===== src/common/msx_io_pkg.sv =====
package msx_io_pkg;

	// ------------------------------------------------------------------------
	// bus widths
	// ------------------------------------------------------------------------

	// full 16-bit bus address
	typedef logic [15:0] io_addr_t;
	// one data byte on the bus
	typedef logic [7:0]  bus_data_t;

	// ------------------------------------------------------------------------
	// keyboard and slot widths
	// ------------------------------------------------------------------------

	// keyboard row number, 0 to 15
	typedef logic [3:0]  key_row_t;
	// column bit inside one row
	typedef logic [2:0]  key_col_t;
	// primary slot register, four 2-bit fields, page 0 in bits 1:0
	typedef logic [7:0]  slot_reg_t;
	// one-hot slot chip select
	typedef logic [3:0]  slot_cs_t;

	// port C layout, top bit first
	typedef struct packed {
		logic     click_sound;
		logic     caps_led_off;
		logic     cas_write;
		logic     motor_off;
		key_row_t key_row;
	} port_c_t;

	// one key event from the keyboard controller
	typedef struct packed {
		// 1 = press, 0 = release
		logic     pressed;
		key_row_t row;
		key_col_t column;
	} key_event_t;

	// ------------------------------------------------------------------------
	// port map
	// ------------------------------------------------------------------------

	// A8h..ABh share address bits 7:2
	localparam logic [5:0] PPI_PORT_BASE = 6'b1010_10;

	// offsets inside the group
	localparam logic [1:0] PORT_A    = 2'd0;
	localparam logic [1:0] PORT_B    = 2'd1;
	localparam logic [1:0] PORT_C    = 2'd2;
	localparam logic [1:0] PORT_MODE = 2'd3;

	// rows 0..10 exist, the rest read FFh
	localparam int KEY_ROWS = 11;

	// row 15, motor off, cas write high, caps led off, click low
	localparam port_c_t   PORT_C_RESET = 8'h7F;
	// all pages on slot 0
	localparam slot_reg_t SLOT_RESET   = 8'h00;

endpackage


===== src/ppi/msx_ppi.sv =====
module msx_ppi
	import msx_io_pkg::*;
(
	input  logic      clk,
	input  logic      n_reset,
	// bus side
	input  io_addr_t  address,
	input  bus_data_t write_data,
	input  logic      read,
	input  logic      write,
	input  logic      io,
	output logic      read_ready,
	output bus_data_t read_data,
	// keyboard matrix column for the current row, active low
	input  bus_data_t key_column,
	// register outputs
	output slot_reg_t primary_slot,
	output port_c_t   port_c
);

	logic      w_ppi_dec;
	logic      w_io_write;
	logic      w_io_read;
	slot_reg_t ff_primary_slot;
	port_c_t   ff_port_c;
	logic      ff_read_ready;
	logic [1:0] ff_read_port;
	bus_data_t w_read;

	// ------------------------------------------------------------------------
	// address decode
	// ------------------------------------------------------------------------

	// only the low byte counts, the upper byte of an I/O address is don't care
	assign w_ppi_dec  = (address[7:2] == PPI_PORT_BASE);
	assign w_io_write = io && write && w_ppi_dec;
	assign w_io_read  = io && read && w_ppi_dec;

	// ------------------------------------------------------------------------
	// port A and port C registers
	// ------------------------------------------------------------------------

	always_ff @(posedge clk) begin
		if (!n_reset) begin
			ff_primary_slot <= SLOT_RESET;
			ff_port_c       <= PORT_C_RESET;
		end else if (w_io_write) begin
			case (address[1:0])
				PORT_A: begin
					ff_primary_slot <= write_data;
				end
				PORT_C: begin
					ff_port_c <= port_c_t'(write_data);
				end
				default: begin
					// port B is input only, mode port writes are dropped
				end
			endcase
		end
	end

	assign primary_slot = ff_primary_slot;
	assign port_c       = ff_port_c;

	// ------------------------------------------------------------------------
	// read response
	// ------------------------------------------------------------------------

	// ready follows the held read one cycle late, mode port stays silent
	always_ff @(posedge clk) begin
		if (!n_reset) begin
			ff_read_ready <= 1'b0;
		end else begin
			ff_read_ready <= w_io_read && (address[1:0] != PORT_MODE);
		end
	end

	// offset of the read in flight, taken each cycle the read is seen
	always_ff @(posedge clk) begin
		if (w_io_read) begin
			ff_read_port <= address[1:0];
		end
	end

	always_comb begin
		case (ff_read_port)
			PORT_A:  w_read = ff_primary_slot;
			PORT_B:  w_read = key_column;
			PORT_C:  w_read = ff_port_c;
			default: w_read = '0;
		endcase
	end

	// bus stays quiet outside the ready window
	assign read_data  = ff_read_ready ? w_read : '0;
	assign read_ready = ff_read_ready;

	// ------------------------------------------------------------------------
	// checks
	// ------------------------------------------------------------------------

	// no data leaks onto the bus without ready
	a_quiet_bus: assert property (@(posedge clk) disable iff (!n_reset)
		!read_ready |-> (read_data == '0));

endmodule


===== src/keyboard/key_matrix.sv =====
module key_matrix
	import msx_io_pkg::*;
(
	input  logic       clk,
	input  logic       n_reset,
	// key events, four-phase req/ack
	input  logic       key_req,
	input  key_event_t key_event,
	output logic       key_ack,
	// row select from port C and the column byte back
	input  key_row_t   key_row,
	output bus_data_t  key_column
);

	// one active-low byte per implemented row
	bus_data_t ff_matrix [KEY_ROWS];
	logic      ff_ack;
	logic      w_accept;
	bus_data_t w_column;

	// ------------------------------------------------------------------------
	// handshake
	// ------------------------------------------------------------------------

	// a new event is taken only while ack is low
	assign w_accept = key_req && !ff_ack;

	always_ff @(posedge clk) begin
		if (!n_reset) begin
			ff_ack <= 1'b0;
		end else if (w_accept) begin
			// event applied at this same edge
			ff_ack <= 1'b1;
		end else if (!key_req) begin
			// controller has let go, finish the cycle
			ff_ack <= 1'b0;
		end
	end

	assign key_ack = ff_ack;

	// ------------------------------------------------------------------------
	// matrix store
	// ------------------------------------------------------------------------

	// reset means no key pressed anywhere
	// an event for row 11..15 matches no entry and is simply dropped
	always_ff @(posedge clk) begin
		if (!n_reset) begin
			for (int i = 0; i < KEY_ROWS; i++) begin
				ff_matrix[i] <= '1;
			end
		end else if (w_accept) begin
			for (int i = 0; i < KEY_ROWS; i++) begin
				if (key_event.row == key_row_t'(i)) begin
					// pressed pulls the bit low
					ff_matrix[i][key_event.column] <= !key_event.pressed;
				end
			end
		end
	end

	// ------------------------------------------------------------------------
	// column readout
	// ------------------------------------------------------------------------

	// rows past the last one float high, like an open matrix line
	always_comb begin
		w_column = '1;
		for (int i = 0; i < KEY_ROWS; i++) begin
			if (key_row == key_row_t'(i)) begin
				w_column = ff_matrix[i];
			end
		end
	end

	assign key_column = w_column;

	// ------------------------------------------------------------------------
	// checks
	// ------------------------------------------------------------------------

	// controller keeps the event still for the whole request
	a_event_stable: assert property (@(posedge clk) disable iff (!n_reset)
		(key_req && $past(key_req)) |-> $stable(key_event));

endmodule


===== src/slot_select.sv =====
module slot_select
	import msx_io_pkg::*;
(
	input  logic      clk,
	input  logic      n_reset,
	// memory side of the bus
	input  io_addr_t  address,
	input  logic      read,
	input  logic      write,
	input  logic      memory,
	// slot map from port A
	input  slot_reg_t primary_slot,
	output slot_cs_t  slot_cs
);

	logic [1:0] w_page;
	logic [1:0] w_slot;
	logic       w_mem_access;
	slot_cs_t   ff_slot_cs;

	// ------------------------------------------------------------------------
	// page to slot lookup
	// ------------------------------------------------------------------------

	// 16 KB page from the top two address bits
	assign w_page = address[15:14];

	// field of the page, page n sits at bits 2n+1:2n
	assign w_slot = primary_slot[{w_page, 1'b0} +: 2];

	assign w_mem_access = memory && (read || write);

	// held for as long as the strobe, gone one cycle after it
	always_ff @(posedge clk) begin
		if (!n_reset) begin
			ff_slot_cs <= '0;
		end else if (w_mem_access) begin
			ff_slot_cs <= slot_cs_t'(1) << w_slot;
		end else begin
			ff_slot_cs <= '0;
		end
	end

	assign slot_cs = ff_slot_cs;

	// ------------------------------------------------------------------------
	// checks
	// ------------------------------------------------------------------------

	// never two slots at once
	a_one_slot: assert property (@(posedge clk) disable iff (!n_reset)
		$onehot0(slot_cs));

endmodule


===== src/msx_io_top.sv =====
module msx_io_top
	import msx_io_pkg::*;
(
	input  logic       clk,
	input  logic       n_reset,
	// host bus
	input  io_addr_t   address,
	input  bus_data_t  write_data,
	input  logic       read,
	input  logic       write,
	input  logic       io,
	input  logic       memory,
	output logic       read_ready,
	output bus_data_t  read_data,
	// keyboard controller
	input  logic       key_req,
	input  key_event_t key_event,
	output logic       key_ack,
	// memory slot select
	output slot_cs_t   slot_cs,
	// register pins
	output slot_reg_t  primary_slot,
	output key_row_t   key_row,
	output logic       motor_off,
	output logic       cas_write,
	output logic       caps_led_off,
	output logic       click_sound
);

	slot_reg_t w_primary_slot;
	port_c_t   w_port_c;
	bus_data_t w_key_column;

	// ------------------------------------------------------------------------
	// register block
	// ------------------------------------------------------------------------

	msx_ppi msx_ppi_inst (
		.clk          (clk),
		.n_reset      (n_reset),
		.address      (address),
		.write_data   (write_data),
		.read         (read),
		.write        (write),
		.io           (io),
		.read_ready   (read_ready),
		.read_data    (read_data),
		.key_column   (w_key_column),
		.primary_slot (w_primary_slot),
		.port_c       (w_port_c)
	);

	// keyboard store, row comes from port C
	key_matrix key_matrix_inst (
		.clk        (clk),
		.n_reset    (n_reset),
		.key_req    (key_req),
		.key_event  (key_event),
		.key_ack    (key_ack),
		.key_row    (w_port_c.key_row),
		.key_column (w_key_column)
	);

	// primary slot decode for memory cycles
	slot_select slot_select_inst (
		.clk          (clk),
		.n_reset      (n_reset),
		.address      (address),
		.read         (read),
		.write        (write),
		.memory       (memory),
		.primary_slot (w_primary_slot),
		.slot_cs      (slot_cs)
	);

	// port C fields out to the pins
	assign primary_slot = w_primary_slot;
	assign key_row      = w_port_c.key_row;
	assign motor_off    = w_port_c.motor_off;
	assign cas_write    = w_port_c.cas_write;
	assign caps_led_off = w_port_c.caps_led_off;
	assign click_sound  = w_port_c.click_sound;

endmodule


===== config.mk =====
export PLATFORM = sky130hd
export DESIGN_NAME = msx_io_top
export DESIGN_NICKNAME = d
export VERILOG_FILES = /design/src/common/msx_io_pkg.sv /design/src/ppi/msx_ppi.sv /design/src/keyboard/key_matrix.sv /design/src/slot_select.sv /design/src/msx_io_top.sv
export SDC_FILE = /design/constraint.sdc
export NUM_CORES = 1
export LEC_CHECK = 0
export BUFFER_PORTS_ARGS = -buffer_cell sky130_fd_sc_hd__buf_2
export CORE_MARGIN = 10
export CORE_UTILIZATION = 39
export DETAILED_ROUTE_END_ITERATION = 7
export GPL_ROUTABILITY_DRIVEN = 0
export HOLD_SLACK_MARGIN = 0.1
export PLACE_DENSITY = 0.59
export SYNTH_ARGS = -nofsm -noshare
export SYNTH_HDL_FRONTEND = slang
export SYNTH_SLANG_ARGS = --single-unit

===== constraint.sdc =====
create_clock -name clk -period 1.6 [get_ports clk]
set_clock_uncertainty 0.2 [all_clocks]
set_input_delay 0.16 -clock clk [delete_from_list [all_inputs] [get_ports clk]]
set_output_delay 0.16 -clock clk [all_outputs]
set_load 0.005 [all_outputs]

==> results.py, run 1 <==
metrics = {
    "outcome": {
        "status": "finished, violations left",
        "violations": "setup timing",
    },
    "timing": {
        "max_clock_freq_mhz": 425,
        "worst_slack_ns": -0.754,
        "hold_viol": 0,
        "period_share_pct": 147,
        "rsz0062_at_grt": "yes",
        "slew_viol_final": 0,
        "finalCriticalPeriod_ns": 2.35,
        "worst_pin_slew_ns": 0.780,
        "tns_ns": -5.71,
        "finalSetupViolations": 9,
        "relSlewSlack_pct": 48.0,
    },
    "route": {
        "drc": 0,
        "vias": 5415,
        "final_antenna_net_count": 0,
        "dr.pass1.iters": 6,
        "wl_per_cell_um": 19.7,
        "routed_wl_um": 18700,
        "drt_iter0_markers": 535,
        "via_per_inst": 5.71,
    },
    "synthesis": {
        "synth_edf_count": 90,
        "synth_warnings": 0,
        "synth_fp_nets": 663,
        "synth_cell_types": 54,
        "synth_seq_cells": 112,
        "synth_cells": 624,
        "synth-seq-area-share_pct": 52.3,
        "ys_async_sr_fraction_pct": 0,
        "syn_area_per_cell_um2": 9.62,
        "syn_area_um2": 6000,
        "ys.flop_type": "edfxtp_1",
    },
    "power_and_ir_drop": {
        "vdd_drop_max_uv": 620,
        "power_density_nw_per_um2": 731,
        "seqPwrFrac_pct": 54.1,
        "p_sw_share_pct": 23.6,
        "leakage_nw": 2.84,
        "intPower_mw": 4.57,
        "p_switching_mw": 1.41,
        "comb_power_share_pct": 8.0,
        "pwr-share-clk_pct": 37.9,
    },
    "setup_path": {
        "reg2reg_slack_ns": 0,
        "cp-start-kind": "flop",
        "slowest_delay_ns": 0.37,
        "cp_slowest_cell": "dfxtp_4",
        "critPathMaxFanout": 7,
        "required_ns": 1.24,
        "crit_arrival_ns": 1.99,
        "crit_path_end_kind": "output pin",
        "crit_path_cell_trace": "or2_1 > o221ai_1 > o2111ai_1 > a31oi_1 > nor2_1 > buf_2",
        "setup.worst_path.class": "reg2out",
    },
    "min_path": {
        "hold_class": "in2reg",
    },
    "floorplan": {
        "design.core.area_um2": 15100,
        "dieArea_um2": 20800,
        "start_util_pct": 39.6,
        "ios": 69,
        "die_w_um": 144,
        "die_h_um": 144,
        "rows": 45,
    },
    "global_route": {
        "grt_max_degree": 60,
        "grt_pass1_vias": 5277,
        "track_usage_pct": 17.9,
        "antenna_found_initial": 0,
        "overflow": 0,
        "grt_pass1_wl_um": 28700,
    },
    "clock_network": {
        "htree_levels": 3,
        "cts_root_buf": "clkbuf_16",
        "cts_tree": "yes",
        "cts.sinks": 112,
        "numCtsBuffers": 9,
        "insertion_delay_ns": 0.36,
        "clk_pin_slew_ns": 0.08,
        "clockBufferDepth": 2,
    },
    "final_layout": {
        "stdcell_area_um2": 8190,
        "nNetsFinal": 794,
        "utilization_pct": 54.0,
        "nFillCells": 1289,
        "drive_above_1_share_pct": 40.4,
        "diodes": 0,
        "area_delta_synth_final_pct": 36.3,
    },
    "placed_design": {
        "hpwl_um": 13700,
        "placed_area_um2": 7080,
        "portBuffers": 62,
    },
    "flow_run": {
        "cap_violations": 0,
    },
}
## critical path: cells and delay by family (launching register included)
kind,cells,cell delay (ns)
flops,1,0.37
compound gates,3,0.68
simple gates,2,0.44
buf+inv,1,0.13
## per-stage QoR
| stage | total power [mW] | worst slack, ns | hold slack, ns | cells |
|---|---|---|---|---|
| 2_1_floorplan | 3.47 | -0.0603 | 0.0589 | 624 |
| 3_3_place_gp | 3.64 | -0.384 | 0.179 | 912 |
| 3_5_place_dp | 3.66 | -0.441 | 0.173 | 912 |
| 4_1_cts | 5.92 | -0.729 | 0.110 | 947 |
| 5_1_grt | 6.15 | -0.824 | 0.145 | 948 |
| 6_report | 5.98 | -0.754 | 0.112 | 948 |
## cells in the mapped netlist (5+ instances only)
library cell	n	area, um^2
nor2b_1	24	150
nand2_1	123	462
buf_2	16	80.1
o221ai_1	6	52.6
nand3b_1	5	37.5
mux2i_1	25	250
o2111ai_1	13	114
clkbuf_1	28	105
nor3_1	5	25.0
dfxtp_1	22	440
a31oi_1	7	43.8
nor2_1	38	143
o21ai_0	107	536
o211ai_1	8	60.1
a21oi_1	14	70.1
or3b_1	6	52.6
mux2_2	8	90.1
o22ai_1	12	75.1
inv_1	9	33.8
nand3_1	6	30.0
nand2b_1	6	37.5
edfxtp_1	90	2700
## sequential cells by signal (all words and copies together), names as in the netlist
name                       cells
key_matrix_inst.ff_matrix     88
msx_ppi_inst.port_c            8
key_matrix_inst.key_ack        1
msx_ppi_inst.primary_slot      8
msx_ppi_inst.ff_read_port      2
msx_ppi_inst.read_ready        1
slot_select_inst.slot_cs       4
## power by group through the flow
stage,registers [mW],logic [mW],clock network [mW]
floorplan,3.29,0.182,0
global placement,3.30,0.341,0
detailed placement,3.30,0.353,0
CTS,3.23,0.404,2.28
global route,3.24,0.516,2.40
finish,3.23,0.479,2.27
## per-layer routing
metal  track usage [%]  routed length (um)
met5                 0                   0
met4              5.75                 362
met3              3.31                1280
met2              30.3                9270
met1              22.6                7780
## placed cells by master, fill, tap and decap left out, types with 3 or more instances in the layout
cell type,synthesis,layout
a21oi_1,14,4
dlygate4sd3_1,0,17
nor3b_1,3,3
inv_1,9,9
nor2_2,3,6
nor2_1,38,33
o211ai_1,8,8
o221ai_1,6,5
buf_12,0,6
o22ai_2,0,6
nor3_2,0,3
edfxtp_1,90,90
buf_6,3,12
nor2b_1,24,22
or3b_1,6,4
o22ai_1,12,6
nand3_1,6,3
nand2b_1,6,5
mux2_4,0,3
a31oi_1,7,5
buf_4,2,72
buf_2,16,62
dfxtp_1,22,17
o21ai_0,107,23
dfxtp_4,0,4
nand2_4,1,5
mux2i_1,25,25
o21ai_1,1,29
o2111ai_2,0,5
nand2_1,123,116
mux2_2,8,5
nand3b_1,5,5
o2111ai_1,13,8
clkbuf_16,0,10
o21ai_2,0,55
a21oi_2,0,9
## kinds of logic (layout without fill, tap and decap cells)
logic type	after synthesis	in the layout	synth area share, %
AND/OR/NAND/NOR	239	239	19.2
multiplexers	35	35	6.42
buffers and inverters	61	197	4.83
flip-flops	112	112	52.3
AO/OA/AOI/OAI	177	177	17.2
## path summary, 6_finish.rpt
| check | endpoint | from | cells past startpoint |
|---|---|---|---|
| worst max-delay path | read_data[3] | msx_ppi_inst.port_c[1] | 6 |
| worst min-delay path | key_matrix_inst.ff_matrix[0][83] | key_event[1] | 3 |
| worst min register to register | msx_ppi_inst.port_c[4] | msx_ppi_inst.port_c[4] | 2 |
| worst max register to register | key_matrix_inst.ff_matrix[0][61] | key_matrix_inst.key_ack | 4 |
## layout make-up
type | count | area, um^2 | area share, %
clock inverter | 5 | 37.5 | 0.459
timing repair buffer | 171 | 1320 | 16.2
clock buffer | 11 | 254 | 3.10
tap | 188 | 235 | 2.87
inverter | 10 | 37.5 | 0.459
sequential | 112 | 3160 | 38.6
multi-input combinational | 451 | 3140 | 38.3
## repair_timing
action,CTS,global route
hold endpoints to repair,34,0
gates cloned,1,0
endpoints found under the setup margin,129,161
setup buffers,1,1
hold buffers,17,0
resized for setup,74,156
pin swaps,11,19
Power figures use the tool's default switching activity.
==> run 2, diff against run 1 <==
--- a/config.mk
+++ b/config.mk
@@ -5,13 +5,14 @@
 export SDC_FILE = /design/constraint.sdc
 export NUM_CORES = 1
 export LEC_CHECK = 0
+export ABC_AREA = 0
 export BUFFER_PORTS_ARGS = -buffer_cell sky130_fd_sc_hd__buf_2
 export CORE_MARGIN = 10
 export CORE_UTILIZATION = 39
 export DETAILED_ROUTE_END_ITERATION = 7
 export GPL_ROUTABILITY_DRIVEN = 0
 export HOLD_SLACK_MARGIN = 0.1
-export PLACE_DENSITY = 0.59
+export PLACE_DENSITY = 0.57
 export SYNTH_ARGS = -nofsm -noshare
 export SYNTH_HDL_FRONTEND = slang
 export SYNTH_SLANG_ARGS = --single-unit
==> constraint.sdc (replaced) <==
create_clock -name clk -period 2.9 [get_ports clk]
set_clock_uncertainty 0.2 [all_clocks]
set_input_delay 0.29 -clock clk [delete_from_list [all_inputs] [get_ports clk]]
set_output_delay 0.29 -clock clk [all_outputs]
set_load 0.005 [all_outputs]
==> run 2 against run 1 <==
- the run now ends clean
- critical path type unchanged
- first-iteration DRC count shrank 20%
- worst setup slack improved by 0.89 ns
- clock power down 40%
- power is 44% lower
- via count is 5.8% lower
- highest routed layer unchanged
- die area unchanged
- register-to-register slack improved by 0.89 ns
- cell count down 8.0%
==> results.py, run 2 (synthesis gave the netlist of run 1 again) <==
metrics = {
    "clock_network": {
        "numCtsBuffers": 9,
        "cts_setup_buffers": 0,
        "clockBufferDepth": 2,
        "cts_tree": "yes",
        "insertion_delay_ns": 0.36,
        "clk_pin_slew_ns": 0.07,
        "htree_levels": 3,
        "cts.sinks": 112,
        "cts_root_buf": "clkbuf_16",
    },
    "setup_path": {
        "crit_path_cell_trace": "buf_4 > clkinvlp_4 > o221ai_1 > o2111ai_1 > a31oi_1 > nor2_1 > buf_2",
        "setup.worst_path.class": "reg2out",
        "crit_buf_inv": 3,
        "cp-start-kind": "flop",
        "regToRegEndpoint": "key_matrix_inst.ff_matrix[0][80]",
        "setup.worst_path.start": "msx_ppi_inst.port_c[0]",
        "crit_path_end_kind": "output pin",
        "critPathMaxFanout": 24,
        "path_delay_family": "buffers and inverters",
        "required_ns": 2.41,
        "reg2regPathDepth": 3,
        "reg2reg_slack_ns": 0.89,
        "timing.rr.start": "key_matrix_inst.key_ack",
        "cp-endpoint": "read_data[7]",
        "cp_slowest_cell": "dfxtp_1",
        "crit_arrival_ns": 2.28,
        "slowest_delay_ns": 0.35,
        "cp.depth": 7,
    },
    "route": {
        "vias": 5103,
        "wl_per_cell_um": 20.1,
        "final_antenna_net_count": 0,
        "drt_iter0_markers": 427,
        "drc": 0,
        "routed_wl_um": 17600,
        "via_per_inst": 5.85,
        "dr.pass1.iters": 5,
    },
    "final_layout": {
        "utilization_pct": 45.7,
        "drive_above_1_share_pct": 18.1,
        "layout.cells.non_filler": 872,
        "area_delta_synth_final_pct": 15.4,
        "final_common_cell": "nand2_1",
        "most-common-layout-cells": "nand2_1 (123), o21ai_0 (107), edfxtp_1 (90), buf_2 (62), nor2_1 (37)",
        "diodes": 0,
        "largest-register": "key_matrix_inst.ff_matrix",
        "stdcell_area_um2": 6930,
        "largest_reg_flops": 88,
        "nNetsFinal": 718,
    },
    "global_route": {
        "grt_pass1_wl_um": 27400,
        "track_usage_pct": 17.2,
        "grt_max_degree": 108,
        "antenna_found_initial": 0,
        "overflow": 0,
        "grt_pass1_vias": 5134,
    },
    "min_path": {
        "hold_depth": 4,
        "hold_class": "in2reg",
    },
    "floorplan": {
        "die_h_um": 144,
        "design.core.area_um2": 15100,
        "dieArea_um2": 20800,
        "die_w_um": 144,
        "start_util_pct": 39.6,
        "ios": 69,
        "rows": 45,
    },
    "timing": {
        "finalCriticalPeriod_ns": 2.77,
        "worst_pin_slew_ns": 0.897,
        "relSlewSlack_pct": 40.2,
        "hold_slack_ns": 0.127,
        "tns_ns": 0,
        "slew_viol_final": 0,
        "finalSetupViolations": 0,
        "worst_slack_ns": 0.133,
        "rsz0062_at_grt": "no",
        "period_share_pct": 95.4,
        "hold_viol": 0,
        "max_clock_freq_mhz": 361,
    },
    "power_and_ir_drop": {
        "vdd_drop_max_uv": 390,
        "p_total_mw": 3.32,
        "power_density_nw_per_um2": 480,
        "leakage_nw": 2.23,
    },
    "placed_design": {
        "dp_slack_ns": 0.422,
        "placed_area_um2": 6450,
        "portBuffers": 62,
        "dp_cells": 842,
        "hpwl_um": 12600,
    },
    "flow_run": {
        "cap_violations": 0,
    },
    "outcome": {
        "status": "complete, no violations",
    },
}
-- run 2: cell types whose count changed in the layout (fill, tap and decap cells not counted), moves of 10 or more --
cell	change
o21ai_0	+84
o21ai_2	-55
buf_4	-54
o21ai_1	-28
buf_6	-12
a21oi_1	+10
-- run 2: cell type report --
type / count / area (um^2)
fillers: 1436 / 8220
well taps: 188 / 235
clock buffers: 10 / 229
inverters: 10 / 41.3
clock inverters: 6 / 92.6
repair inverters: 1 / 7.51
repair buffers: 94 / 596
flip-flops and latches: 112 / 3150
multi-input cells: 451 / 2580
-- run 2: routing by layer --
| metal | routed length, um | GRT usage, % | up-vias |
|---|---|---|---|
| li1 | - | - | 2376 |
| met1 | 7310 | 21.3 | 2504 |
| met2 | 8510 | 28.7 | 197 |
| met3 | 1440 | 3.97 | 26 |
| met4 | 307 | 5.86 | 0 |
| met5 | 0 | 0 | - |
-- run 2: worst min path at each step --
stage | startpoint | to | slack [ns]
finish | memory | slot_select_inst.slot_cs[1] | 0.13
global route | memory | slot_select_inst.slot_cs[2] | 0.14
CTS | memory | slot_select_inst.slot_cs[1] | 0.12
detailed placement | msx_ppi_inst.port_c[4] | msx_ppi_inst.port_c[4] | 0.30
global placement | msx_ppi_inst.port_c[4] | msx_ppi_inst.port_c[4] | 0.28
floorplan | address[0] | msx_ppi_inst.ff_read_port[0] | 0.19
-- run 2: timing repair --
action / in CTS / in global routing
setup endpoints to repair: 0 / 7
resized for setup: 0 / 8
hold endpoints to repair: 22 / 0
hold buffers: 13 / 0
-- run 2: worst reg2reg max path, cell delays in order (launching register included) --
cell and delay (ns):
dfxtp_1 0.36, nor4b_1 0.49, nand2_1 0.33, o21ai_0 0.32
-- run 2: power by group --
part           internal [mW]  leakage (nW)  switching, mW  total (mW)
Combinational         0.0634          1.13          0.115       0.178
Clock                  0.764         0.155          0.599        1.36
Sequential              1.77         0.948         0.0138        1.78
